===== src/common/twdl_pkg.sv =====
/* Shared widths, latencies, CORDIC constants and bus types of the twiddle generator.
   Modules pull these in with a wildcard import in their header. */
`default_nettype none

package twdl_pkg;

	// --------------------
	// widths and latency
	localparam int TWDL_W_IDX    = 12;
	localparam int TWDL_W_PH     = 20;  // 2^20 per full turn
	localparam int TWDL_W_OUT    = 16;
	localparam int CORDIC_STAGES = 18;
	localparam int CORDIC_LAT    = 20;  // fold + iterations + output
	localparam int TWDL_LATENCY  = 22;  // counter + accumulator + rotator
	localparam int CORDIC_GUARD  = 2;   // extra fraction bits inside the rotator
	localparam int CORDIC_W_XY   = TWDL_W_OUT + CORDIC_GUARD;
	localparam int TWDL_W_DRAIN  = $clog2(CORDIC_LAT + 1);

	// 16384 / 1.647, so the rotated vector lands near full scale
	localparam int CORDIC_GAIN_X0 = 9948;

	// atan(2^-i) as a fraction of a turn, scaled by 2^20
	localparam logic [TWDL_W_PH-1:0] cordic_atan [CORDIC_STAGES] = '{
		20'd131072, 20'd77376, 20'd40883, 20'd20753, 20'd10417, 20'd5213,
		20'd2607, 20'd1304, 20'd652, 20'd326, 20'd163, 20'd81,
		20'd41, 20'd20, 20'd10, 20'd5, 20'd3, 20'd1
	};

	// --------------------
	// bus types
	typedef struct packed {
		logic [TWDL_W_IDX-1:0] len;     // indices per sweep
		logic [TWDL_W_IDX-1:0] den;     // DFT length N
		logic [TWDL_W_PH-1:0]  step_q;  // floor(2^20 / N)
		logic [TWDL_W_IDX-1:0] step_r;  // 2^20 mod N
	} twdl_cfg_t;

	typedef struct packed {
		logic                  valid;
		logic                  last;
		logic [TWDL_W_IDX-1:0] index;
	} twdl_tag_t;

	typedef struct packed {
		logic [1:0]           quad;
		logic [TWDL_W_PH-3:0] fine;
	} twdl_quad_t;

	// same phase word, seen as a raw turn fraction or split by quadrant
	typedef union packed {
		logic [TWDL_W_PH-1:0] raw;
		twdl_quad_t           q;
	} twdl_angle_u;

	typedef struct packed {
		logic signed [TWDL_W_OUT-1:0] re;
		logic signed [TWDL_W_OUT-1:0] im;
	} twdl_cplx_t;

	typedef struct packed {
		twdl_tag_t        tag;
		twdl_cplx_t [3:0] coef;  // one entry per m
	} twdl_out_t;

endpackage

`default_nettype wire

===== src/hdl/twdl_index_cnt.sv =====
/* Index counter for one sweep: runs k from 0 to len-1 after a clear and flags the
   final index combinationally. */
`timescale 1ns/1ps
`default_nettype none

module twdl_index_cnt import twdl_pkg::*; (
	input  logic                  clk,
	input  logic                  rst_n,
	input  logic                  clear,
	input  logic                  run,
	input  logic [TWDL_W_IDX-1:0] len,
	output logic                  issue,
	output logic [TWDL_W_IDX-1:0] idx,
	output logic                  last
);

	// clear restarts at 0 even in the middle of a sweep
	always_ff @(posedge clk) begin
		if (!rst_n) begin
			issue <= 1'b0;
			idx   <= '0;
		end else if (clear) begin
			issue <= 1'b1;
			idx   <= '0;
		end else if (issue) begin
			// stop after the final index or when control leaves run
			if (last || !run)
				issue <= 1'b0;
			else
				idx <= idx + TWDL_W_IDX'(1);
		end
	end

	assign last = issue && (idx == len - TWDL_W_IDX'(1));

endmodule

`default_nettype wire


===== config.mk =====
export PLATFORM = sky130hd
export DESIGN_NAME = twdl_index_cnt
export DESIGN_NICKNAME = d
export VERILOG_FILES = /design/src/common/twdl_pkg.sv /design/src/hdl/twdl_index_cnt.sv
export SDC_FILE = /design/constraint.sdc
export NUM_CORES = 1
export LEC_CHECK = 0
export CAP_MARGIN = 20
export CORE_UTILIZATION = 30
export DETAILED_ROUTE_END_ITERATION = 16
export DONT_BUFFER_PORTS = 1
export GPL_ROUTABILITY_DRIVEN = 0
export PLACE_DENSITY = 0.5
export RECOVER_POWER = 25
export SYNTH_ARGS = -nofsm -noshare
export SYNTH_HDL_FRONTEND = slang
export SYNTH_SLANG_ARGS = --single-unit
export TNS_END_PERCENT = 20

===== constraint.sdc =====
create_clock -name clk -period 4.75 [get_ports clk]
set_input_delay 0.7125 -clock clk [delete_from_list [all_inputs] [get_ports clk]]
set_output_delay 0.7125 -clock clk [all_outputs]
set_load 0.005 [all_outputs]

# --- Word-level counts from Yosys, hierarchy flattened ---
# Cells that the tools add are included.
word_totals:
  output_inout_bits: 14
  reg_bits: 13
classes:
  n_reduce_logical: 5
  addsub: 2
  muxes: 3
  eq_ne: 1
  n_bitwise: 2
op_table:
  columns: ["operator", "n"]
  rows:
  - ["12-bit by 1-bit adder with 12-bit output, second input constant", 1]
  - ["12-bit equality test", 1]
  - ["12-bit by 1-bit subtractor with 12-bit output, second input constant", 1]
  - ["1-bit two-way mux", 3]
  - ["1-bit NOT", 2]
  - ["2-bit AND reduction", 1]
  - ["2-bit OR reduction", 1]
  - ["1-bit logical AND", 1]
  - ["1-bit logical NOT", 1]
  - ["1-bit logical OR", 1]

# --- Longest topological paths before layout ---
depth:
  word_depth: 7
  ltp_mapped: 12
  ltp_nobuf: 10

# --- Worst setup path before layout ---
# OpenSTA, ideal clock, no wires.
synth_path:
  path_kind: "input to output"
  from: "input len[0]"
  to: "output last"
  path_slack_ns: 1.635
  arrival_ns: 2.403
  required_ns: 4.038
  path_stages: 10
  path_buffers: 2
  path_cell_list: "inv_1 -> ha_1 -> nor4b_4 -> nand3b_1 -> xnor2_1 -> nand4_1 -> a211o_2 -> inv_2 -> buf_6 -> buf_4"
synth_between:
  elab_chain_cells: 3
synth_lines:
  columns: ["element", "line_no", "source"]
  rows:
  - ["start: declaration", "twdl_index_cnt.sv:11", "input logic [TWDL_W_IDX-1:0] len,"]
  - ["12-bit by 1-bit subtractor with 12-bit output", "twdl_index_cnt.sv:34", "assign last = issue && (idx == len - TWDL_W_IDX'(1));"]
  - ["12-bit equality test", "twdl_index_cnt.sv:34", null]
  - ["1-bit logical AND", "twdl_index_cnt.sv:34", null]
  - ["end: declaration", "twdl_index_cnt.sv:14", "output logic last"]
# No other way between the ends.

# --- Final worst setup path ---
# Same ends and word-level chain as after synthesis.

==> metrics.txt <==
overall power=0.238 mW; Post-Synth Adder-Cell Area=between 2 and 2.5%; clock root buffer=clkbuf_8; number of remaining DRC errors=0; pin count of the biggest net entering global routing=21; hold bufs inserted after CTS=0; Worst EP arrival=2560 ps; layout cell share with drive strength beyond 1=between 5 and 6%; number of synthesized register bits=13; Max FO, Critical Path=20; n_diodes=0; Worst Hold Class=flop to flop; total number of vias=around 1100; power per cell area=203 mW/mm^2; dpl hpwl=around 2400 um; Final Hold Fails=0; min cycle time layout=~3300 ps; register area share after synthesis=a little under a quarter; Post-Syn Area=approximately 0.0011 sq mm; Design Area, Final=roughly 0.0012 sq mm; CP Launch Type=input port; clk_skew=between 0.7 and 0.8 ps; row count=21; Worst-path clk slew=approximately 60 ps; Comb power frac=a little under an eighth; Initial Util=approximately a third; Synth Instances=approximately 150; Syn Nets=roughly 160; Core Region=roughly 0.0034 sq mm; vias in the first global route=approximately 1100; Clock Path Buffers=2; largest family of logic cells by synthesized area=simple AND/OR/NAND/NOR gates; drt first-iter violations=45; Worst-Skew Late Latency=240 ps; GRT Overall Usage=roughly 17%; Int Power=about 0.18 mW; status=finished, final reports clean; Nets=162; IO buf count=0; Worst Tran Pin Value=between 700 and 800 ps; XOR/XNOR share of the synthesized area=approximately 10%; TritonCTS Buffers=3; Die ar.=0.00395 sq mm; Post-CTS Setup Inserts=0; Max VDD drop=roughly 99 uV; clk sinks=13; post-synthesis simple-gate area fraction=35.1%; Post-Route WL=slightly above 3000 um; CTS tree=yes; Antenna Nets Post-Route=0; Clk pwr share=42.1%; Synth cell types=43; P_leak=between 0.4 and 0.5 nW; Die Wd=around 63 um; unrepaired setup endpoints after global routing=false; sequential share of power=a little under half; placed cell area=0.00113 sq mm; kind of critical path=input port to output port; mux contribution to synthesized area=0.902%; wire per inst=around 16 um; post-layout util=34.1%; Max-Cap Viols=0; layout filler cell count=374; WP data required=between 4000 and 5000 ps; synth-to-layout area growth=5.86%; synth warn=0; Pre-antenna DRT Iters=4; FF-to-FF setup slack=between 2000 and 2500 ps; Worst setup EP type=output port; Final Setup Violations=0; global-route wire length before repair=5250 um; cts repair resizes=0; vias per inst=roughly 5.7; Switching Share=23.5%; Tcrit/Tclk final=around 69%; fmax=306 MHz; Max transition margin=52.7%; count of final max-slew check failures=0; H-tree depth=1; Psw=~0.056 mW; Avg Synthesized Cell Area=~7.6 sq um; GRT overflow=0; Die Span Y=~63 um; complex-gate fraction of the synthesized area=about a quarter; setup TNS=0 ps; initial antenna violation count=0; IO Pins=30
==> power groups by stage <==
stage          Sequential [mW]  Combinational [mW]  Clock, mW
2_1_floorplan            0.113              0.0233          0
3_3_place_gp             0.114              0.0260          0
3_5_place_dp             0.114              0.0268          0
4_1_cts                  0.111              0.0270      0.102
5_1_grt                  0.111              0.0304      0.109
6_report                 0.111              0.0268      0.100
==> path summary, 6_finish.rpt <==
| path | startpoint | end | cells after the start |
|---|---|---|---|
| min | idx[11] | idx[11] | 2 |
| max reg2reg | idx[9] | idx[6] | 8 |
| min reg2reg | idx[11] | idx[11] | 2 |
| max | len[0] | last | 8 |
==> cell usage in the layout (no fill, tap or decap), drive strengths merged, types with 5 or more instances in the layout <==
master	instances
a21oi	14
dfxtp	13
nand2	11
xnor2	10
and3	8
nor2	7
o21ai	7
nand3	6
or3	6
o31ai	6
nor3	5
or4	5
==> registers in the layout, summed over array words and instances, names as in the netlist <==
register / count
idx: 12
issue: 1
==> synth_stat cells, drive strengths merged <==
cell	count	area, sq um
ha	2	25.0
nand2b	1	6.26
nand2	11	41.3
o21bai	1	7.51
mux2i	1	10.0
a21oi	14	70.1
a211o	1	10.0
nand3	6	30.0
nand3b	1	7.51
and2	2	12.5
nand4	3	18.8
dfxtp	13	260
nor4	1	6.26
nor2	7	26.3
o211a	2	20.0
a22oi	1	7.51
nor3	5	25.0
and2b	1	7.51
or4	5	37.5
clkbuf	5	18.8
nor2b	3	18.8
and3	8	50.1
inv	4	15.0
o31ai	6	50.1
a41o	1	10.0
a211oi	1	7.51
a21boi	1	7.51
and3b	1	8.76
nor3b	1	7.51
or2	1	6.26
xor2	3	26.3
and4	2	17.5
a31oi	4	25.0
nor4b	1	23.8
or3	6	37.5
xnor2	10	87.6
buf	2	18.8
a311oi	1	8.76
o21ai	7	35.0
==> worst max-delay path: stages <==
cell and delay (ps):
inv_1 30, ha_1 250, nor4b_4 480, nand3b_1 170, xnor2_1 170, nand4_1 110, a211o_2 380, inv_2 250
==> kinds of logic after synthesis <==
group	after synthesis
adders and majority gates	2
muxes	1
and+or+nand+nor	66
DFF	13
AOI/OAI and AO/OA	40
xor gates and xnor gates	13
buffers and inverters	11
==> layer usage <==
metal	global-route usage [%]	share of wire (%)
met1	19.1	41
met2	28.7	50
met3	6.39	7.2
met4	5.81	1.4
met5	0	0
==> stage by stage <==
| step | setup slack (ps) | instances | hold slack (ps) |
|---|---|---|---|
| after global placement | 1570 | 185 | 539 |
| after global routing | 1200 | 189 | 614 |
| after detailed placement | 1490 | 185 | 547 |
| final | 1480 | 189 | 559 |
| after floorplan | 1630 | 146 | 499 |
| after CTS | 1480 | 189 | 557 |
==> cell type report <==
cell class	count	area (sq um)	area share, %
multi-input cells	122	797	67.8
flip-flops and latches	13	260	22.2
well taps	46	57.6	4.90
clock buffers	4	45.0	3.83
inverters	4	15.0	1.28
Note: power is estimated with default switching activity, not from simulation.
