## src/common/twdl_pkg.sv

```systemverilog
/* Shared widths, latencies, CORDIC constants and bus types of the twiddle generator.
   Modules pull these in with a wildcard import in their header. */
`default_nettype none

package twdl_pkg;

	// --------------------
	// widths and latency
	localparam int TWDL_W_IDX    = 12;
	localparam int TWDL_W_PH     = 20;  // 2^20 per full turn
	localparam int TWDL_W_OUT    = 16;
	localparam int CORDIC_STAGES = 18;
	localparam int CORDIC_LAT    = 20;  // fold + iterations + output
	localparam int TWDL_LATENCY  = 22;  // counter + accumulator + rotator
	localparam int CORDIC_GUARD  = 2;   // extra fraction bits inside the rotator
	localparam int CORDIC_W_XY   = TWDL_W_OUT + CORDIC_GUARD;
	localparam int TWDL_W_DRAIN  = $clog2(CORDIC_LAT + 1);

	// 16384 / 1.647, so the rotated vector lands near full scale
	localparam int CORDIC_GAIN_X0 = 9948;

	// atan(2^-i) as a fraction of a turn, scaled by 2^20
	localparam logic [TWDL_W_PH-1:0] cordic_atan [CORDIC_STAGES] = '{
		20'd131072, 20'd77376, 20'd40883, 20'd20753, 20'd10417, 20'd5213,
		20'd2607, 20'd1304, 20'd652, 20'd326, 20'd163, 20'd81,
		20'd41, 20'd20, 20'd10, 20'd5, 20'd3, 20'd1
	};

	// --------------------
	// bus types
	typedef struct packed {
		logic [TWDL_W_IDX-1:0] len;     // indices per sweep
		logic [TWDL_W_IDX-1:0] den;     // DFT length N
		logic [TWDL_W_PH-1:0]  step_q;  // floor(2^20 / N)
		logic [TWDL_W_IDX-1:0] step_r;  // 2^20 mod N
	} twdl_cfg_t;

	typedef struct packed {
		logic                  valid;
		logic                  last;
		logic [TWDL_W_IDX-1:0] index;
	} twdl_tag_t;

	typedef struct packed {
		logic [1:0]           quad;
		logic [TWDL_W_PH-3:0] fine;
	} twdl_quad_t;

	// same phase word, seen as a raw turn fraction or split by quadrant
	typedef union packed {
		logic [TWDL_W_PH-1:0] raw;
		twdl_quad_t           q;
	} twdl_angle_u;

	typedef struct packed {
		logic signed [TWDL_W_OUT-1:0] re;
		logic signed [TWDL_W_OUT-1:0] im;
	} twdl_cplx_t;

	typedef struct packed {
		twdl_tag_t        tag;
		twdl_cplx_t [3:0] coef;  // one entry per m
	} twdl_out_t;

endpackage

`default_nettype wire
```

## src/hdl/twdl_phase_acc.sv

```systemverilog
/* Phase accumulator giving theta_k = floor(k * 2^20 / N) exactly, by carrying the
   remainder modulo N, and registering the multiples 0, 1, 2 and 3 times theta. */
`timescale 1ns/1ps
`default_nettype none

module twdl_phase_acc import twdl_pkg::*; (
	input  logic                  clk,
	input  logic                  rst_n,
	input  logic                  issue,
	input  logic [TWDL_W_IDX-1:0] idx,
	input  twdl_cfg_t             cfg,
	output twdl_angle_u [3:0]     angle
);

	logic [TWDL_W_PH-1:0]  q_acc;
	logic [TWDL_W_IDX-1:0] r_acc;
	logic [TWDL_W_IDX:0]   r_sum;
	logic                  carry;
	logic [TWDL_W_PH-1:0]  theta_nxt;
	logic [TWDL_W_IDX-1:0] r_nxt;

	// --------------------
	// next accumulator value
	always_comb begin
		// both remainders are below den, so one extra bit holds the sum
		r_sum = {1'b0, r_acc} + {1'b0, cfg.step_r};
		carry = (r_sum >= {1'b0, cfg.den});
		if (idx == '0) begin
			theta_nxt = '0;
			r_nxt     = '0;
		end else begin
			theta_nxt = q_acc + cfg.step_q + TWDL_W_PH'(carry);
			if (carry)
				r_nxt = TWDL_W_IDX'(r_sum - {1'b0, cfg.den});
			else
				r_nxt = r_sum[TWDL_W_IDX-1:0];
		end
	end

	always_ff @(posedge clk) begin
		if (!rst_n) begin
			q_acc <= '0;
			r_acc <= '0;
		end else if (issue) begin
			q_acc <= theta_nxt;
			r_acc <= r_nxt;
		end
	end

	// --------------------
	// multiples, wrapping mod 2^20 for free
	// built from the next value so they come out in the same cycle as theta
	always_ff @(posedge clk) begin
		if (issue) begin
			angle[0].raw <= '0;
			angle[1].raw <= theta_nxt;
			angle[2].raw <= theta_nxt << 1;
			angle[3].raw <= (theta_nxt << 1) + theta_nxt;
		end
	end

endmodule

`default_nettype wire

```

## config.mk

```make
export PLATFORM = sky130hd
export DESIGN_NAME = twdl_phase_acc
export DESIGN_NICKNAME = d
export VERILOG_FILES = /design/src/common/twdl_pkg.sv /design/src/hdl/twdl_phase_acc.sv
export SDC_FILE = /design/constraint.sdc
export NUM_CORES = 1
export LEC_CHECK = 0
export ABC_AREA = 0
export BUFFER_PORTS_ARGS = -buffer_cell sky130_fd_sc_hd__buf_2
export CORE_AREA = 8 8 150 82
export CTS_CLUSTER_SIZE = 8
export DETAILED_ROUTE_END_ITERATION = 10
export DIE_AREA = 0 0 158 90
export GPL_TIMING_DRIVEN = 1
export PLACE_DENSITY = 0.85
export SLEW_MARGIN = 40
export SYNTH_ARGS = -nofsm -noshare
export SYNTH_HDL_FRONTEND = slang
export SYNTH_SLANG_ARGS = --single-unit
```

## constraint.sdc

```tcl
create_clock -name clk -period 23.1 [get_ports clk]
set_input_delay 2.31 -clock clk [delete_from_list [all_inputs] [get_ports clk]]
set_output_delay 2.31 -clock clk [all_outputs]
set_load 0.1 [all_outputs]
```

**After elaboration in Yosys (flattened, before gate mapping)**

Index checks and enable logic that the tools add are counted.

- Bits of input ports: 71
- Output and inout port bits: 80
- Logic and storage cells: 15
- Flip-flop bits (word level): 91

- Reduce and logical (&&, ||, !) cells: 1
- Multiplexer cells: 3
- Order comparisons: 1
- Add/subtract/negate cells: 5

Operator list:

| cell | count |
|---|---|
| adder 20 bit | 2 |
| two-way mux 12 bit | 2 |
| adder 20 x 1 -> 20 bit | 1 |
| two-way mux 20 bit | 1 |
| adder 12 x 12 -> 13 bit | 1 |
| greater-or-equal comparator 13 x 12 -> 1 bit | 1 |
| zero test 12 bit | 1 |
| subtractor 12 bit | 1 |

**Depth between registers and ports, before layout**

- Depth after elaboration: 5
- Depth in mapped cells: 35
- Gate-level depth less buffers: 34

**Worst setup path after synthesis**

Ideal clock, no wire load.

- Kind: input -> register
- Start point: input cfg[0] (netlist name)
- End point: register angle[79] (netlist name), data pin
- Buffers on the path: 1
- Slack: 14155 ps
- Stages on the path: 34
- Setup time: 265 ps
- Arrival time: 8680 ps
- Required time: 22835 ps
- Cells stage by stage: ha_1 -> inv_1 -> fa_1 -> nor2b_4 -> o31a_1 -> o311a_4 -> o21a_1 -> nor2_1 -> xnor2_1 -> ha_1 -> nand3_1 -> a211oi_1 -> o31ai_1 -> nand4bb_1 -> buf_4 -> clkinv_2 -> fa_1 -> fa_1 -> nor2b_4 -> o2111a_1 -> a2111oi_4 -> o21ai_0 -> a31oi_1 -> xnor2_1 -> and2_1 -> ha_1 -> a21o_1 -> a221oi_1 -> a21oi_1 -> o31ai_2 -> o21ai_0 -> and2_1 -> a22oi_1 -> xor2_1

- Word-level cells in the longest chain between the ends: 5

RTL lines:

| item | line | source |
|---|---|---|
| start, declared | twdl_phase_acc.sv:11 | `input twdl_cfg_t cfg,` |
| adder 12 x 12 -> 13 bit | twdl_phase_acc.sv:26 | `r_sum = {1'b0, r_acc} + {1'b0, cfg.step_r};` |
| greater-or-equal comparator 13 x 12 -> 1 bit | twdl_phase_acc.sv:27 | `carry = (r_sum >= {1'b0, cfg.den});` |
| adder 20 x 1 -> 20 bit | twdl_phase_acc.sv:32 | `theta_nxt = q_acc + cfg.step_q + TWDL_W_PH'(carry);` |
| two-way mux 20 bit | twdl_phase_acc.sv:28 | `if (idx == '0) begin` |
| via theta_nxt[12] | twdl_phase_acc.sv:19 | `logic [TWDL_W_PH-1:0] theta_nxt;` |
| adder 20 bit | twdl_phase_acc.sv:58 | `angle[3].raw <= (theta_nxt << 1) + theta_nxt;` |
| end, declared | twdl_phase_acc.sv:12 | `output twdl_angle_u [3:0] angle` |

The timed path passes the listed nets, and every way through them passes these cells.
A chain may end at the register's enable or synchronous reset.

**Worst setup path after layout**

Ends and elaborated chain as after synthesis.

==> flow_metrics.py <==
metrics = {
    "layout": {
        "final_cell_mix": "buf_2 (117), ha_1 (60), edfxtp_1 (39)",
        "layout-drive-gt1-share_pct": 22.5,
        "final_area_um2": 6590,
        "syn_to_final_growth_pct": 15.3,
        "n_fill_cell": 891,
        "final_common_cell": "buf_2",
        "layout.cells.non_filler": 855,
        "nets": 841,
        "antenna_cells": 0,
    },
    "timing": {
        "worstMarginPinSlew_ns": 0.854,
        "finalHoldViolCount": 0,
        "fin_crit_sh_pct": 45.8,
        "rsz0062_at_grt": "false",
        "fmax_ghz": 0.0946,
        "final-setup-viol-count": 0,
        "tns_ns": 0,
        "slew_headroom_pct": 43.1,
        "drv_slew": 0,
        "timing.final.crit_period_ns": 10.58,
        "fin_skew_ns": 0.00646,
    },
    "floorplanning": {
        "die-area_um2": 14200,
        "row_count": 27,
        "design.core.area_um2": 10400,
        "start_util_pct": 54.9,
        "die_h_um": 90,
        "ios": 151,
        "die_w_um": 158,
    },
    "cts": {
        "cts.repair.resized": 0,
        "cts_buffer_depth": 2,
        "htreeDepth": 3,
        "cts-root-buf": "clkbuf_16",
        "hold_buffers": 0,
        "postCtsSetupBuffers": 0,
        "cts_buffers": 9,
        "cts_tree": "built",
        "clk_pin_slew_ns": 0.06,
        "clk_latency_ns": 0.34,
        "cts_num_sinks": 71,
    },
    "worst_setup_path": {
        "cp.arrival_ns": 10.65,
        "cp_slowest_cell": "nand4bb_1",
        "critPathKind": "input pin to register",
        "end_kind": "register",
        "crit_path_start_kind": "input pin",
        "crit_path_max_fanout": 11,
        "setup.worst_path.start": "cfg[0]",
        "required_ns": 23.18,
        "critPathMaxStageDelay_ns": 0.72,
        "reg2reg_depth": 34,
        "r2r_start": "r_acc[0]$_SDFFE_PN0P_",
    },
    "placed_design": {
        "dp_cells": 839,
        "placed_cell_area_um2": 6220,
        "portBuffers": 117,
        "hpwl_um": 12000,
        "gp_congestion": 0.928,
    },
    "hold_path": {
        "hp-start": "q_acc[7]$_SDFFE_PN0P_",
        "worstHoldPathCells": 2,
        "hold_class": "register to register",
    },
    "logic_synthesis": {
        "synth-seq-cells": 71,
        "yosysTopAreaCell": "edfxtp_1",
        "synth_flop_cell": "edfxtp_1",
        "synth_warnings": 0,
        "syn_avg_cell_area_um2": 9.39,
        "yosysTopAreaCellShare_pct": 20.5,
        "synth_edf_count": 39,
        "syn_inst": 608,
        "synthArstFlopShare_pct": 0,
        "ys_types": 66,
        "yosysSeqAreaShare_pct": 31.7,
        "synthesis.area_um2": 5710,
        "synth_area_leaders": "edfxtp_1 (21%), ha_1 (13%), dfxtp_1 (11%)",
    },
    "detailed_routing": {
        "ant_nets": 0,
        "drc": 0,
        "drt_pass1_iterations": 5,
        "drt_wl_total_um": 15400,
        "wl_per_cell_um": 18.0,
        "routed_via_density": 5.67,
        "vias": 4844,
        "drt_iter0_markers": 451,
    },
    "grt": {
        "grt_pass1_wl_um": 24800,
        "grt_max_degree": 67,
        "overflow": 0,
        "first_global_vias": 5007,
        "grt_usage_pct": 21.5,
        "antenna_found_initial": 0,
    },
    "status": {
        "status": "finished clean",
    },
    "flow_run": {
        "drv_cap": 0,
    },
}
## worst max-delay path: cells and delay by family
kind            cells  cell delay [ns]
compound gates     14             3.74
xor+xnor            2             0.29
fa+ha+maj           6             1.62
buf+inv             3             0.56
simple gates       10             2.11
## registers in the layout, summed over array words and instances, names as in the netlist
register	cells
angle	39
q_acc	20
r_acc	12
## cell usage after synthesis, drive strengths merged (4+ instances only)
cell type and number:
o211ai 6, inv 34, a21o 19, nor2b 21, xor2 17, o21a 9
ha 60, xnor2 27, nand3 11, a211oi 5, a21oi 31, a31oi 7
and3 7, nor3 14, and2 8, edfxtp 39, nand4 7, dfxtp 32
nor4 4, a21boi 10, o21ai 31, nand2 33, mux2i 17, or2 5
nand2b 12, o31ai 7, clkbuf 11, nor2 38, fa 5, buf 43
## stage by stage
stage          setup WS (ns)  utilization (%)  hold slack [ns]
2_1_floorplan          14.15                -            0.429
3_3_place_gp           12.64             59.7            0.442
3_5_place_dp           12.48             59.7            0.457
4_1_cts                12.70             63.3            0.471
5_1_grt                12.12             63.3            0.496
6_report               12.52             63.3            0.463
## final timing paths
path                            slack [ns]                     to
worst max-delay path                 12.52    angle[79]$_DFFE_PP_
worst min-delay path                  0.46  q_acc[7]$_SDFFE_PN0P_
worst max register to register       14.29    angle[79]$_DFFE_PP_
worst min register to register        0.46  q_acc[7]$_SDFFE_PN0P_
## layout make-up
type / count / area [um^2] / share of cell area (%)
timing repair buffer: 120 / 608 / 9.23
clock inverter: 7 / 144 / 2.19
sequential: 71 / 1810 / 27.5
inverter: 35 / 133 / 2.01
tap: 145 / 181 / 2.76
clock buffer: 9 / 225 / 3.42
multi-input combinational: 468 / 3480 / 52.9
## routing by layer
| metal | wire length (um) | GRT usage [%] |
|---|---|---|
| met4 | 154 | 5.85 |
| met2 | 6540 | 32.5 |
| met1 | 7160 | 29.2 |
| met3 | 1500 | 6.59 |
| met5 | 0 | 0 |
## cells by family (layout without fill, tap and decap cells)
family,count (synthesis),in the layout,synth area share [%]
AO/OA/AOI/OAI,154,154,19.8
XOR/XNOR,44,44,6.75
adder cells (fa/ha/maj),65,65,14.9
buffers and inverters,89,171,8.63
flip-flops,71,71,31.7
multiplexers,17,17,2.98
other,1,21,0.0657
AND/OR/NAND/NOR,167,167,15.2
Power is not shown: default switching activity piles up to over one toggle a cycle in this logic, so the estimate is an artifact.
