$ cat src/common/twdl_pkg.sv
/* Shared widths, latencies, CORDIC constants and bus types of the twiddle generator.
   Modules pull these in with a wildcard import in their header. */
`default_nettype none

package twdl_pkg;

	// --------------------
	// widths and latency
	localparam int TWDL_W_IDX    = 12;
	localparam int TWDL_W_PH     = 20;  // 2^20 per full turn
	localparam int TWDL_W_OUT    = 16;
	localparam int CORDIC_STAGES = 18;
	localparam int CORDIC_LAT    = 20;  // fold + iterations + output
	localparam int TWDL_LATENCY  = 22;  // counter + accumulator + rotator
	localparam int CORDIC_GUARD  = 2;   // extra fraction bits inside the rotator
	localparam int CORDIC_W_XY   = TWDL_W_OUT + CORDIC_GUARD;
	localparam int TWDL_W_DRAIN  = $clog2(CORDIC_LAT + 1);

	// 16384 / 1.647, so the rotated vector lands near full scale
	localparam int CORDIC_GAIN_X0 = 9948;

	// atan(2^-i) as a fraction of a turn, scaled by 2^20
	localparam logic [TWDL_W_PH-1:0] cordic_atan [CORDIC_STAGES] = '{
		20'd131072, 20'd77376, 20'd40883, 20'd20753, 20'd10417, 20'd5213,
		20'd2607, 20'd1304, 20'd652, 20'd326, 20'd163, 20'd81,
		20'd41, 20'd20, 20'd10, 20'd5, 20'd3, 20'd1
	};

	// --------------------
	// bus types
	typedef struct packed {
		logic [TWDL_W_IDX-1:0] len;     // indices per sweep
		logic [TWDL_W_IDX-1:0] den;     // DFT length N
		logic [TWDL_W_PH-1:0]  step_q;  // floor(2^20 / N)
		logic [TWDL_W_IDX-1:0] step_r;  // 2^20 mod N
	} twdl_cfg_t;

	typedef struct packed {
		logic                  valid;
		logic                  last;
		logic [TWDL_W_IDX-1:0] index;
	} twdl_tag_t;

	typedef struct packed {
		logic [1:0]           quad;
		logic [TWDL_W_PH-3:0] fine;
	} twdl_quad_t;

	// same phase word, seen as a raw turn fraction or split by quadrant
	typedef union packed {
		logic [TWDL_W_PH-1:0] raw;
		twdl_quad_t           q;
	} twdl_angle_u;

	typedef struct packed {
		logic signed [TWDL_W_OUT-1:0] re;
		logic signed [TWDL_W_OUT-1:0] im;
	} twdl_cplx_t;

	typedef struct packed {
		twdl_tag_t        tag;
		twdl_cplx_t [3:0] coef;  // one entry per m
	} twdl_out_t;

endpackage

`default_nettype wire
$ cat src/cordic/cordic_rotator.sv
/* Pipelined rotation-mode CORDIC turning a phase word into cos and -sin.
   One fold register, one register per iteration and one output register. */
`timescale 1ns/1ps
`default_nettype none

module cordic_rotator import twdl_pkg::*; (
	input  logic        clk,
	input  logic        rst_n,
	input  twdl_angle_u angle,
	output twdl_cplx_t  coef
);

	logic signed [CORDIC_W_XY-1:0] x_pipe [0:CORDIC_STAGES];
	logic signed [CORDIC_W_XY-1:0] y_pipe [0:CORDIC_STAGES];
	logic        [TWDL_W_PH-1:0]   z_pipe [0:CORDIC_STAGES-1];
	logic signed [CORDIC_W_XY-1:0] x_init;
	logic signed [CORDIC_W_XY-1:0] x_rnd;
	logic signed [CORDIC_W_XY-1:0] y_rnd;

	// start vector with guard bits below the output LSB
	assign x_init = CORDIC_W_XY'(CORDIC_GAIN_X0) <<< CORDIC_GUARD;

	// --------------------
	// quadrant fold
	// residual angle always ends up within +-90 deg
	// quad 0 and 3 rotate from (x0, 0) directly
	// quad 1 starts at +90 deg, quad 2 at -90 deg
	always_ff @(posedge clk) begin
		// upper bits sign extend the fine angle for quad 2 and 3
		z_pipe[0] <= {{2{angle.q.quad[1]}}, angle.q.fine};
		case (angle.q.quad)
			2'd1: begin
				x_pipe[0] <= '0;
				y_pipe[0] <= x_init;
			end
			2'd2: begin
				x_pipe[0] <= '0;
				y_pipe[0] <= -x_init;
			end
			default: begin
				x_pipe[0] <= x_init;
				y_pipe[0] <= '0;
			end
		endcase
	end

	// --------------------
	// iterations
	for (genvar i = 0; i < CORDIC_STAGES; i++) begin : g_iter
		// rotate toward zero residual, direction from the sign of z
		always_ff @(posedge clk) begin
			if (!z_pipe[i][TWDL_W_PH-1]) begin
				x_pipe[i+1] <= x_pipe[i] - (y_pipe[i] >>> i);
				y_pipe[i+1] <= y_pipe[i] + (x_pipe[i] >>> i);
			end else begin
				x_pipe[i+1] <= x_pipe[i] + (y_pipe[i] >>> i);
				y_pipe[i+1] <= y_pipe[i] - (x_pipe[i] >>> i);
			end
		end

		// last stage has no further use for the residual
		if (i < CORDIC_STAGES - 1) begin : g_z
			always_ff @(posedge clk) begin
				if (!z_pipe[i][TWDL_W_PH-1])
					z_pipe[i+1] <= z_pipe[i] - cordic_atan[i];
				else
					z_pipe[i+1] <= z_pipe[i] + cordic_atan[i];
			end
		end
	end

	// --------------------
	// output, round off guard bits
	assign x_rnd = x_pipe[CORDIC_STAGES] + CORDIC_W_XY'(2 ** (CORDIC_GUARD - 1));
	assign y_rnd = y_pipe[CORDIC_STAGES] + CORDIC_W_XY'(2 ** (CORDIC_GUARD - 1));

	// conjugate, exp(-j theta) = cos - j sin
	always_ff @(posedge clk) begin
		if (!rst_n) begin
			coef <= '0;
		end else begin
			coef.re <= TWDL_W_OUT'(x_rnd >>> CORDIC_GUARD);
			coef.im <= TWDL_W_OUT'(-(y_rnd >>> CORDIC_GUARD));
		end
	end

endmodule

`default_nettype wire

$ cat config.mk
export PLATFORM = sky130hd
export DESIGN_NAME = cordic_rotator
export DESIGN_NICKNAME = d
export VERILOG_FILES = /design/src/common/twdl_pkg.sv /design/src/cordic/cordic_rotator.sv
export SDC_FILE = /design/constraint.sdc
export NUM_CORES = 2
export LEC_CHECK = 0
export ABC_AREA = 1
export ABC_CLOCK_PERIOD_IN_PS = 4400
export BUFFER_PORTS_ARGS = -buffer_cell sky130_fd_sc_hd__buf_4
export CAP_MARGIN = 20
export CORE_MARGIN = 10
export CORE_UTILIZATION = 48
export CTS_CLUSTER_SIZE = 12
export DETAILED_ROUTE_END_ITERATION = 12
export PLACE_DENSITY = 0.61
export SLEW_MARGIN = 20
export SYNTH_ARGS = -nofsm -noshare
export SYNTH_HDL_FRONTEND = slang
export SYNTH_SLANG_ARGS = --single-unit
$ cat constraint.sdc
create_clock -name clk -period 4.4 [get_ports clk]
set_input_delay 0.22 -clock clk [delete_from_list [all_inputs] [get_ports clk]]
set_output_delay 0.22 -clock clk [all_outputs]
set_load 0.03 [all_outputs]
# Yosys cells after proc, flatten, opt, wreduce, memory -nomap -nowiden
# Memories as Yosys holds them, arrays and structs flattened.
# Cells that the tools add are included.
dict set report op_classes {
  addsub 108
  eq_ne 2
  muxes 98
  n_bitwise 57
  n_reduce_logical 1
}
# op count
set ops {}
lappend ops {{2-to-1 mux 18 bit} 40}
lappend ops {{2-to-1 mux 20 bit} 17}
lappend ops {{OR 1 bit} 57}
lappend ops {{2-to-1 mux 1 bit} 41}
lappend ops {{adder 18 x 1 -> 18 bit} 2}
lappend ops {{adder 18 x 10 -> 18 bit} 2}
lappend ops {{adder 18 x 11 -> 18 bit} 2}
lappend ops {{adder 18 x 12 -> 18 bit} 2}
lappend ops {{adder 18 x 13 -> 18 bit} 2}
lappend ops {{adder 18 x 14 -> 18 bit} 2}
lappend ops {{adder 18 x 15 -> 18 bit} 2}
lappend ops {{adder 18 x 16 -> 18 bit} 2}
lappend ops {{adder 18 x 17 -> 18 bit} 2}
lappend ops {{adder 18 x 2 -> 18 bit} 2}
lappend ops {{adder 18 x 3 -> 18 bit} 2}
lappend ops {{adder 18 x 3 -> 18 bit (second input constant)} 2}
lappend ops {{adder 18 x 4 -> 18 bit} 2}
lappend ops {{adder 18 x 5 -> 18 bit} 2}
lappend ops {{adder 18 x 6 -> 18 bit} 2}
lappend ops {{adder 18 x 7 -> 18 bit} 2}
lappend ops {{adder 18 x 8 -> 18 bit} 2}
lappend ops {{adder 18 x 9 -> 18 bit} 2}
lappend ops {{subtractor 18 x 1 -> 18 bit} 2}
lappend ops {{subtractor 18 x 10 -> 18 bit} 2}
lappend ops {{other kinds (55)} 71}
dict set report totals {
  register_bits 32
  mem_bits_rw 1044
  inputBits 22
  output_inout_bits 32
  elab_cells 271
  memories 3
}
# name words width read_ports rd_ports_with_merged_regs wr line
set memory_table {}
lappend memory_table {z_pipe 18 20 18 0 18 cordic_rotator.sv:15} ;# logic [TWDL_W_PH-1:0] z_pipe [0:CORDIC_STAGES-1];
lappend memory_table {x_pipe 19 18 19 0 19 cordic_rotator.sv:13} ;# logic signed [CORDIC_W_XY-1:0] x_pipe [0:CORDIC_STAGES];
lappend memory_table {y_pipe 19 18 19 0 19 cordic_rotator.sv:14} ;# logic signed [CORDIC_W_XY-1:0] y_pipe [0:CORDIC_STAGES];

# Longest topological paths before layout
dict set report depth {
  depth_word 5
  depth_mapped 21
}

# Worst setup path after synthesis
# Ideal clock, no wire load.
dict set report synth_timing {
  path_kind {reg-to-reg}
  startpoint {memory x_pipe[4][17] (netlist bit)}
  endpoint {memory y_pipe[17][11] (netlist bit)}
  t_arrival_ns 2.942
  path_slack_ns 1.335
  path_stages_with_launch 12
  period_less_slack_ns 3.065
  path_cell_list {dfxtp_1 inv_1 ha_1 o21ai_0 ha_1 a21oi_1 nand2_1 a21boi_0 o21ai_0 nand2_1 nand2_1 xor2_1}
}
# element line
set synth_rtl {}
lappend synth_rtl {{from (decl)} cordic_rotator.sv:13}
lappend synth_rtl {{to (decl)} cordic_rotator.sv:14}

==> metrics.cfg <==
[min_path]
hold_depth = 2
hp-class = primary input to flip-flop
whs_endpoint = z_pipe[0][7]$_DFF_P_
min_from = angle[7]

[setup_path]
cp-start-kind = flip-flop
r2r_slack_ps = 910
reg2reg_depth = 14
critPathCaptureType = flip-flop
timing.rr.end = x_pipe[4][33]$_DFF_P_
reg2reg_from = z_pipe[8][19]$_DFF_P_
crit_fanout = 20
worst-endpoint-required_ps = 5040
critical_path_class = flip-flop to flip-flop
arrival_ps = 4130

[timing]
worstMarginPinSlew_ps = 989
whs_ps = 137
final-setup-viol-count = 0
fin_tns_setup_ps = 0
skew_ps = 35.9
fin_crit_sh_pct = 79.4
max_clock_freq_mhz = 286
slew-limit-headroom_pct = 34.0
final_hold_viol_count = 0
maxSlewViolCount = 0
rsz0062_at_grt = false
finalCriticalPeriod_ps = 3490

[drt]
firstDrtPassIters = 6
wl_per_cell_um = 15.5
via_per_inst = 5.26
drc_errors = 0
ant_nets = 0
vias = 62800
drt_iter0_drc = 3947
routed_wl_mm = 185

[grt]
grt_antenna_before_repair = 2
grt.overflow.total = 0
grt_start_max_net_pins = 30
grt_pass1_vias = 60600
grt_pass1_wl_mm = 305
grtUsageTotal_pct = 22.2

[cts]
clock_sinks = 997
postCtsHoldBufs = 21
post_cts_buffers = 0
tritoncts = built
clock_latency_ps = 750
clock_path_buffers = 3
clk_pin_slew_worst_paths_ps = 60
htreeDepth = 3
root_buffer = clkbuf_16
numCtsBuffers = 115
cts_resized = 0

[placement]
gp_congestion = 0.910
io_buffers = 53
dpl.hpwl_mm = 152
place_inst = 11700

[floorplanning]
start_util_pct = 48.4
die-area_um2 = 163000
die-height_um = 404
placementRows = 140
core_area_um2 = 146000
boundaryPins = 54
die-width_um = 404

[synthesis]
yosysTopAreaCellShare_pct = 28.2
synth_top_area_cell = dfxtp_1
syn_avg_cell_area_um2 = 7.25
synth_area_um2 = 70700
synth.yosys.seq_area_share_pct = 28.2
synthCells = 9752
synthArstFlopShare_pct = 0
synth_edf_count = 0
synth_nets = 10700
synth.distinct_cells = 48
synthTopCellsByArea = dfxtp_1, ha_1, nand2_1, xor2_1, inv_1
synthFlopType = dfxtp_1
yosysWarningCount = 0
ys_seq_elements = 997

[cells_and_area]
utilization_pct = 53.2
multi_input_area_um2 = 46300
diodes = 0
fill_cells = 14300
layout.cells.non_filler = 11900
area_delta_synth_final_pct = 9.82
final_common_cell = nand2_1
drive_above_1_share_pct = 3.17
layout_common_cells = nand2_1, inv_1, dfxtp_1, ha_1, nor2_1
fin_nets = 10900
seq_area_um2 = 20000

[flow_run]
cap_violations = 0

[outcome]
outcome = complete, no violations

## cells in the mapped netlist (4+ instances only)
master       n
xor2_1     625
o21a_1       4
buf_2        6
nand4_1    174
nand3_1    536
ha_1       915
o21ai_1     23
dfxtp_1    997
a21boi_0    67
o21ai_0    485
fa_1        53
xnor2_1    202
o21bai_1    75
nand2_1   2309
clkinv_1     5
inv_1     1132
nor4_1      14
nand3b_1    19
nand2_2      8
a21o_1     127
o211ai_1    15
buf_1        4
o31ai_1     23
nor2_4       7
a211oi_1    18
a221oi_1    16
a21oi_1    744
nor3_1     181
a31oi_1    103
clkbuf_1    41
nor2_1     771
and2_1       7
or2_2       19
## metal layers
layer | vias to the layer above | global-route usage [%] | share of wire, %
li1 | 32800 | - | -
met4 | 0 | 5.01 | 2.1
met5 | - | 0 | 0
met2 | 1145 | 36.6 | 44
met3 | 231 | 2.75 | 4.1
met1 | 28700 | 30.7 | 49
## worst max-delay path by stage
stage                                      from                      to  slack (ps)
after CTS                 z_pipe[8][19]$_DFF_P_   x_pipe[4][33]$_DFF_P_         850
after global placement    z_pipe[8][19]$_DFF_P_   x_pipe[4][33]$_DFF_P_         830
after floorplan           x_pipe[4][17]$_DFF_P_  y_pipe[17][11]$_DFF_P_        1330
after global routing      z_pipe[8][19]$_DFF_P_   x_pipe[4][35]$_DFF_P_         610
after detailed placement  z_pipe[8][19]$_DFF_P_   x_pipe[4][33]$_DFF_P_         860
final                     z_pipe[8][19]$_DFF_P_   x_pipe[4][33]$_DFF_P_         910
## stage by stage
step,instance area (µm²),setup WS (ps)
after detailed placement,73500,858
after floorplan,70700,1330
after global routing,77700,614
after CTS,77700,853
final,77700,908
after global placement,73500,831
## cell families after synthesis
logic type | after synthesis | synth area share, %
buf+inv | 1190 | 6.33
flops | 997 | 28.2
fa+ha+maj | 968 | 17.7
xor+xnor | 827 | 10.2
simple gates | 4059 | 23.9
compound gates | 1711 | 13.6
## flip-flops by register name (all words and copies together) (netlist names)
name	cells
coef	32
z_pipe	338
x_pipe	314
y_pipe	313
## final cells by class
cell class,instances,share of cell area [%]
Clock buffer,150,4.09
Clock inverter,61,0.970
Inverter,1138,5.50
Multi-Input combinational cell,7565,59.6
Sequential cell,997,25.7
Tap cell,1917,3.09
Timing Repair Buffer,102,1.05
## critical path, stage by stage, from the launching register on
cell      delay, ps
dfxtp_1         390
inv_1           330
nor2_1          190
inv_1            70
o21ai_0         270
inv_1           480
ha_1            480
a21oi_1         220
nand2_1         110
a21boi_0        270
o21ai_0         250
nand4_1         170
nand2_1          60
nand2_1          60
nand2_1          40
Power is not shown: default switching activity piles up to over one toggle a cycle in this logic, so the estimate is an artifact.
