File: config.mk
export PLATFORM = sky130hd
export DESIGN_NAME = twdl_ctrl
export DESIGN_NICKNAME = d
export VERILOG_FILES = /design/src/common/twdl_pkg.sv /design/src/hdl/twdl_ctrl.sv
export SDC_FILE = /design/constraint.sdc
export NUM_CORES = 1
export LEC_CHECK = 0
export ABC_AREA = 1
export BUFFER_PORTS_ARGS = -buffer_cell sky130_fd_sc_hd__buf_2
export CORE_MARGIN = 8
export CORE_UTILIZATION = 51
export CTS_BUF_LIST = sky130_fd_sc_hd__clkbuf_2
export CTS_CLUSTER_DIAMETER = 120
export DETAILED_ROUTE_END_ITERATION = 12
export PLACE_DENSITY = 0.87
export SYNTH_ARGS = -nofsm -noshare
export SYNTH_HDL_FRONTEND = slang
export SYNTH_SLANG_ARGS = --single-unit
File: constraint.sdc
create_clock -name clk -period 1.18 [get_ports clk]
set_clock_uncertainty 0.15 [all_clocks]
set_input_delay 0.177 -clock clk [delete_from_list [all_inputs] [get_ports clk]]
set_output_delay 0.177 -clock clk [all_outputs]
set_load 0.03 [all_outputs]
File: src/common/twdl_pkg.sv
/* Shared widths, latencies, CORDIC constants and bus types of the twiddle generator.
   Modules pull these in with a wildcard import in their header. */
`default_nettype none

package twdl_pkg;

	// --------------------
	// widths and latency
	localparam int TWDL_W_IDX    = 12;
	localparam int TWDL_W_PH     = 20;  // 2^20 per full turn
	localparam int TWDL_W_OUT    = 16;
	localparam int CORDIC_STAGES = 18;
	localparam int CORDIC_LAT    = 20;  // fold + iterations + output
	localparam int TWDL_LATENCY  = 22;  // counter + accumulator + rotator
	localparam int CORDIC_GUARD  = 2;   // extra fraction bits inside the rotator
	localparam int CORDIC_W_XY   = TWDL_W_OUT + CORDIC_GUARD;
	localparam int TWDL_W_DRAIN  = $clog2(CORDIC_LAT + 1);

	// 16384 / 1.647, so the rotated vector lands near full scale
	localparam int CORDIC_GAIN_X0 = 9948;

	// atan(2^-i) as a fraction of a turn, scaled by 2^20
	localparam logic [TWDL_W_PH-1:0] cordic_atan [CORDIC_STAGES] = '{
		20'd131072, 20'd77376, 20'd40883, 20'd20753, 20'd10417, 20'd5213,
		20'd2607, 20'd1304, 20'd652, 20'd326, 20'd163, 20'd81,
		20'd41, 20'd20, 20'd10, 20'd5, 20'd3, 20'd1
	};

	// --------------------
	// bus types
	typedef struct packed {
		logic [TWDL_W_IDX-1:0] len;     // indices per sweep
		logic [TWDL_W_IDX-1:0] den;     // DFT length N
		logic [TWDL_W_PH-1:0]  step_q;  // floor(2^20 / N)
		logic [TWDL_W_IDX-1:0] step_r;  // 2^20 mod N
	} twdl_cfg_t;

	typedef struct packed {
		logic                  valid;
		logic                  last;
		logic [TWDL_W_IDX-1:0] index;
	} twdl_tag_t;

	typedef struct packed {
		logic [1:0]           quad;
		logic [TWDL_W_PH-3:0] fine;
	} twdl_quad_t;

	// same phase word, seen as a raw turn fraction or split by quadrant
	typedef union packed {
		logic [TWDL_W_PH-1:0] raw;
		twdl_quad_t           q;
	} twdl_angle_u;

	typedef struct packed {
		logic signed [TWDL_W_OUT-1:0] re;
		logic signed [TWDL_W_OUT-1:0] im;
	} twdl_cplx_t;

	typedef struct packed {
		twdl_tag_t        tag;
		twdl_cplx_t [3:0] coef;  // one entry per m
	} twdl_out_t;

endpackage

`default_nettype wire
File: src/hdl/twdl_ctrl.sv
/* Sweep control: holds the configuration, sequences idle, run and drain, and carries
   the index tag alongside the rotators so it leaves together with the coefficients. */
`timescale 1ns/1ps
`default_nettype none

module twdl_ctrl import twdl_pkg::*; (
	input  logic                  clk,
	input  logic                  rst_n,
	input  logic                  start,
	input  twdl_cfg_t             cfg,
	input  logic                  last_issued,
	input  logic                  issue,
	input  logic [TWDL_W_IDX-1:0] idx,
	output twdl_cfg_t             cfg_q,
	output logic                  cnt_clear,
	output logic                  run,
	output twdl_tag_t             tag,
	output logic                  busy
);

	typedef enum logic [1:0] {IDLE, RUN, DRAIN} state_t;

	state_t                  state;
	logic [TWDL_W_DRAIN-1:0] drain_cnt;
	twdl_tag_t               tag_pipe [CORDIC_LAT+1];

	// --------------------
	// config latch, taken with the start strobe
	always_ff @(posedge clk) begin
		if (start)
			cfg_q <= cfg;
	end

	// --------------------
	// state machine
	always_ff @(posedge clk) begin
		if (!rst_n) begin
			state     <= IDLE;
			cnt_clear <= 1'b0;
			drain_cnt <= '0;
		end else begin
			cnt_clear <= start;
			// start wins in any state, a running sweep is simply restarted
			if (start) begin
				state <= RUN;
			end else begin
				case (state)
					RUN: begin
						// ignore a stale last from an aborted sweep while clearing
						if (last_issued && !cnt_clear) begin
							state     <= DRAIN;
							drain_cnt <= TWDL_W_DRAIN'(CORDIC_LAT);
						end
					end
					DRAIN: begin
						// hits zero in the cycle the last tag leaves the delay line
						if (drain_cnt == '0)
							state <= IDLE;
						else
							drain_cnt <= drain_cnt - 1'b1;
					end
					default: state <= IDLE;
				endcase
			end
		end
	end

	assign run  = (state == RUN);
	assign busy = (state != IDLE);

	// --------------------
	// tag delay line, one stage for the accumulator plus the rotator depth
	always_ff @(posedge clk) begin
		tag_pipe[0] <= '{valid: issue, last: last_issued, index: idx};
		for (int i = 1; i <= CORDIC_LAT; i++)
			tag_pipe[i] <= tag_pipe[i-1];
		// only the valid bits need clearing
		if (!rst_n) begin
			for (int i = 0; i <= CORDIC_LAT; i++)
				tag_pipe[i].valid <= 1'b0;
		end
	end

	assign tag = tag_pipe[CORDIC_LAT];

endmodule

`default_nettype wire

# [Word-level counts from Yosys, hierarchy flattened]
# Memories as Yosys holds them, arrays and structs flattened.
# Index checks and enable logic that the tools add are counted.
[word_totals] mem_count=1 output_inout_bits=73 elab_cells=78 inputBits=73 ramBits=294 reg_bits=64
[mem_list] name="tag_pipe" words=21 width=14 rd=21 rd_clocked_by_memory_dff=0 write_ports=21 line="twdl_ctrl.sv:25" source="twdl_tag_t tag_pipe [CORDIC_LAT+1];"
[op_classes] n_eq_ne=7 n_reduce_logical=9 n_addsub=1 n_bitwise=23 n_mux=29
[op_table] cell="2-to-1 mux 1 bit" count=23
[op_table] cell="bitwise OR 1 bit, first input constant" count=21
[op_table] cell="2-to-1 mux 5 bit" count=2
[op_table] cell="one-hot mux 5 bit (2 select lines)" count=1
[op_table] cell="zero test 5 bit" count=1
[op_table] cell="subtractor 5 x 1 -> 5 bit, second input constant" count=1
[op_table] cell="2-to-1 mux 2 bit" count=2
[op_table] cell="!= test 2 bit, second input constant" count=2
[op_table] cell="one-hot mux 2 bit (2 select lines)" count=1
[op_table] cell="AND reduction 2 bit" count=2
[op_table] cell="AND reduction 4 bit" count=1
[op_table] cell="nonzero test 2 bit" count=2
[op_table] cell="!= test 3 x 2 -> 1 bit, second input constant" count=1
[op_table] cell="!= test 3 bit, second input constant" count=1
[op_table] cell="equality test 2 x 1 -> 1 bit, second input constant" count=1
[op_table] cell="equality test 2 bit, second input constant" count=1
[op_table] cell="!= test 2 x 1 -> 1 bit, second input constant" count=1
[op_table] cell="inverter 1 bit" count=2
[op_table] cell="OR reduction 2 bit" count=1
[op_table] cell="logical AND 1 bit" count=1
[op_table] cell="zero test 1 bit" count=1

# [Depth between registers and ports, before layout]
[depth] depth_word=5 depth_mapped=8 ltp_nobuf=8

# [Least setup slack after synthesis]
# No wires, ideal clock.
[synth_path] kind="register to register" start="reg drain_cnt[0]" end="reg drain_cnt[2]" t_arrival_ns=1.031 setup_ns=0.113 path_stages_with_launch=9 t_required_ns=0.917 n_path_buf=0 path_slack_ns=-0.114 period_less_slack_ns=1.294 cell_sequence="dfxtp_1 -> inv_1 -> ha_1 -> nand3_2 -> nor2_1 -> nor2_2 -> nand2_1 -> nand2_1 -> nor2_1"
[synth_via] elab_chain_len=3 word_cells_on_any_way=6 classes_between="1 x add/sub; 1 x eq/ne; 2 x mux; 2 x reduce/logical"
[synth_lines] element="start: declaration" line="twdl_ctrl.sv:24" source="logic [TWDL_W_DRAIN-1:0] drain_cnt;"
[synth_lines] element="start signal: assignment" line="twdl_ctrl.sv:52" source="drain_cnt <= TWDL_W_DRAIN'(CORDIC_LAT);"
[synth_lines] element="start signal: assignment" line="twdl_ctrl.sv:60" source="drain_cnt <= drain_cnt - 1'b1;"
[synth_lines] element="subtractor 5 x 1 -> 5 bit or zero test 5 bit (tied branches)" line="twdl_ctrl.sv:60, twdl_ctrl.sv:57"
[synth_lines] element="2-to-1 mux 5 bit or != test 2 bit (tied branches)"
[synth_lines] element="one-hot mux 5 bit (2 select lines) or AND reduction 4 bit (tied branches)"
# Several ways; a longest one is shown, not always the timed one. The select of a mux whose other input is x is not followed.
# A chain may end at the register's enable or synchronous reset.

# [Final worst setup path]
[layout_path] start="reg state[1]" end="out busy"
[layout_via] elab_chain_len=1
[layout_lines] element="start: declaration" line="twdl_ctrl.sv:23" source="state_t state;"
[layout_lines] element="start signal: assignment" line="twdl_ctrl.sv:38" source="state <= IDLE;"
[layout_lines] element="start signal: assignment" line="twdl_ctrl.sv:45" source="state <= RUN;"
[layout_lines] element="start signal: assignment" line="twdl_ctrl.sv:51" source="state <= DRAIN;"
[layout_lines] element="nonzero test 2 bit" line="twdl_ctrl.sv:69" source="assign busy = (state != IDLE);"
[layout_lines] element="end: declaration" line="twdl_ctrl.sv:18" source="output logic busy"
# No other way between the ends.

==> run_results.csv <==
group,metric,value,unit
grt,grt_pass1_wl,29360,microns
sta,max_slew_margin,79.57,%
synth,synth_common_cells,"dfxtp_1 (302), edfxtp_1 (56), nand2_1 (38)",
synth,synthSimpleGateAreaFrac,3.344,%
sta,worst_pin_slew,306.4,ps
final_layout,final_cell_area,12120,sq um
routing,firstDrtPassIters,5,
placed_design,dp_hpwl,8128,microns
sta,hold_viol,0,
synth,syn-instance-count,463,
synth,synth.net_count,537,
synth,synth.area.top_cells,"dfxtp_1 (74%), edfxtp_1 (21%), nand2_1 (1.7%), inv_1 (1.4%), nor2_1 (0.41%)",
pwr,p_sw,5.668,mW
setup_path,crit_family,"flip-flops",
pwr,leakage,5.445,nW
final_layout,final_nets,919,
pwr,clockPowerShare,32.8,%
cts,numCtsBuffers,79,
grt,grt_usage,19.74,%
job,maxCapViolations,0,
setup_path,worstPathCellList,"inv_2 > nand2_1 > buf_6",
sta,fmax,534.6,MHz
die,rows,46,
sta,timing.final.ws_setup,-690.6,ps
setup_path,critPathLaunchType,"flip-flop",
cts,cts_tree,"built",
final_layout,synthToLayoutAreaGrowth,47.91,%
synth,syn_area,8195,sq um
routing,vias_per_cell,4.457,
final_layout,fill_cells,878,
cts,cts_htree_levels,3,
die,io_pins,146,
setup_path,critPathKind,"reg -> out",
pwr,p_per_area,1833,nW/um^2
pwr,p_comb_share,7.2,%
grt,antenna_found_initial,2,
placed_design,placed_cells,826,
setup_path,critPathBufInv,2,
cts,cts.sink_count,358,
run_status,violations,"setup timing",
placed_design,pre_cts_slack,-278.6,ps
routing,drt-initial-drc-count,242,
sta,fin_crit,1871,ps
cts,cts_root_buf,"clkbuf_2",
synth,synth_seq_cells,358,
worst_hold_path,hp-class,"in -> reg",
synth,synth.mux.area_fraction,0,%
grt,grt_max_degree,51,
synth,yosys_warnings,0,
routing,vias,4996,
sta,whs,96.12,ps
synth,async_reset_ff_share,0,%
placed_design,gp_congestion,0.7893,
sta,slew_violations,0,
cts,clock_path_buffers,3,
grt,grt_pass1_vias,5698,
synth,synth_area_leader_cell,"dfxtp_1",
synth,synthAdderAreaFrac,0.1527,%
pwr,finalPower,22.21,mW
die,die_w,142.8,microns
routing,routedWlPerCell,18.77,microns
synth,synth.avg_cell_area,17.70,sq um
pwr,worst_ir_drop_vdd,0.001255,V
die,start_util,51.97,%
setup_path,cpPeakStageDelay,410,ps
final_layout,final_cells,1121,
synth,synth_top_family_by_area,"simple AND/OR/NAND/NOR gates",
synth,ys_types,20,
synth,yosysMostFrequentCell,"dfxtp_1",
synth,ys.flop_type,"dfxtp_1",
final_layout,drive_gt1_share,37.65,%
pwr,p_int,16.55,mW
routing,ant_nets,0,
sta,setup_viol,81,
synth,synth_top_area_share,73.77,%
cts,clk_pin_slew,130,ps
pwr,p_seq_share,60.0,%
placed_design,numPortBuffers,145,
synth,synth-edff-count,56,
cts,clk_latency,840,ps
grt,gr-total-overflow,0,
synth,synth_compound_area_share,0.4122,%
synth,synth_xor_area_share,0.1069,%
synth,yosysSeqAreaShare,94.29,%
placed_design,place_area,9243,sq um
sta,rsz0062_at_grt,"yes",
setup_path,end_kind,"primary output",
setup_path,critPathSlowestCell,"dfxtp_4",
setup_path,cp.arrival,1540,ps
routing,route.detailed.drc,0,
setup_path,worstPathMaxFanout,3,
sta,period_share,158.5,%
die,core,15770,sq um
die,die_y,142.8,microns
pwr,swShare,25.52,%
setup_path,critPathRequiredTime,850,ps
die,die_area,20380,sq um
run_status,status,"finished, violations left",
routing,wirelength,21040,microns
==> sequential cells by signal (all words and copies together) (netlist names) <==
| name | flops |
|---|---|
| drain_cnt | 5 |
| tag_pipe | 294 |
| cfg_q | 56 |
| cnt_clear | 1 |
| state | 2 |
==> area by class of cell <==
cell class | count | area [sq um] | area share (%)
Inverter | 33 | 128.9 | 1.063
Multi-Input combinational cell | 69 | 511.7 | 4.222
Sequential cell | 358 | 7760 | 64.02
Timing Repair Buffer | 304 | 2774 | 22.88
Tap cell | 216 | 270.3 | 2.230
Antenna cell | 2 | 5.005 | 0.04129
Clock buffer | 119 | 595.6 | 4.913
Clock inverter | 20 | 76.32 | 0.6296
==> cell usage in the layout (no fill, tap or decap), types with 10 or more instances in the layout <==
cell type,n
dfxtp_1,282
dlygate4sd3_1,143
clkbuf_2,119
buf_6,77
buf_2,72
edfxtp_1,56
inv_1,29
nand2_1,26
dfxtp_2,17
clkinv_1,16
buf_4,10
==> metal layers <==
layer / vias to the layer above / part of all wire (%) / track usage, %
met1: 2346 / 29 / 13.61
met5: - / 0 / 0
met2: 264 / 58 / 41.38
met3: 102 / 6.6 / 7.012
li1: 2284 / - / -
met4: 0 / 6.5 / 12.86
==> tightest hold or removal path: cells and delay by family <==
family / cells / cell delay [ps]
and+or+nand+nor: 2 / 150
buffers and inverters: 2 / 740
==> cell families after synthesis <==
group,count (synthesis)
AOI/OAI and AO/OA,5
xor gates and xnor gates,1
adders and majority gates,1
buffers and inverters,36
DFF,358
and+or+nand+nor,62
==> worst paths after layout <==
| kind | slack (ps) | startpoint | cells after the start | end |
|---|---|---|---|---|
| worst max-delay path | -690 | state[1] | 3 | busy |
| worst min-delay path | 100 | rst_n | 4 | drain_cnt[3] |
| worst max register to register | -490 | state[0] | 10 | drain_cnt[3] |
| worst min register to register | 150 | tag_pipe[2][24] | 0 | tag_pipe[2][38] |
==> through the flow <==
step                utilization [%]  TNS, ps
floorplan                         -   -251.4
finish                        76.86   -38850
CTS                           75.83   -40030
global placement              58.61   -147.6
global route                  76.86   -46300
detailed placement            58.61    -1127
==> power groups by stage <==
stage                     logic [mW]  clock network (mW)  registers [mW]
after floorplan               0.0852                   0            13.8
after global placement         0.818                   0            13.4
after detailed placement       0.855                   0            13.5
after CTS                       1.47                7.04            13.3
after global routing            1.66                8.17            13.4
final                           1.61                7.28            13.3
==> timing repair <==
action / 4_1_cts / 5_1_grt
resized for setup: 187 / 31
hold buffers: 143 / 0
gates cloned: 0 / 0
endpoints found under the setup margin: 79 / 79
buffers inserted: 6 / 5
hold endpoints to repair: 154 / 0
pin swaps: 7 / 12
No activity file was read; power rests on OpenSTA's default activity.
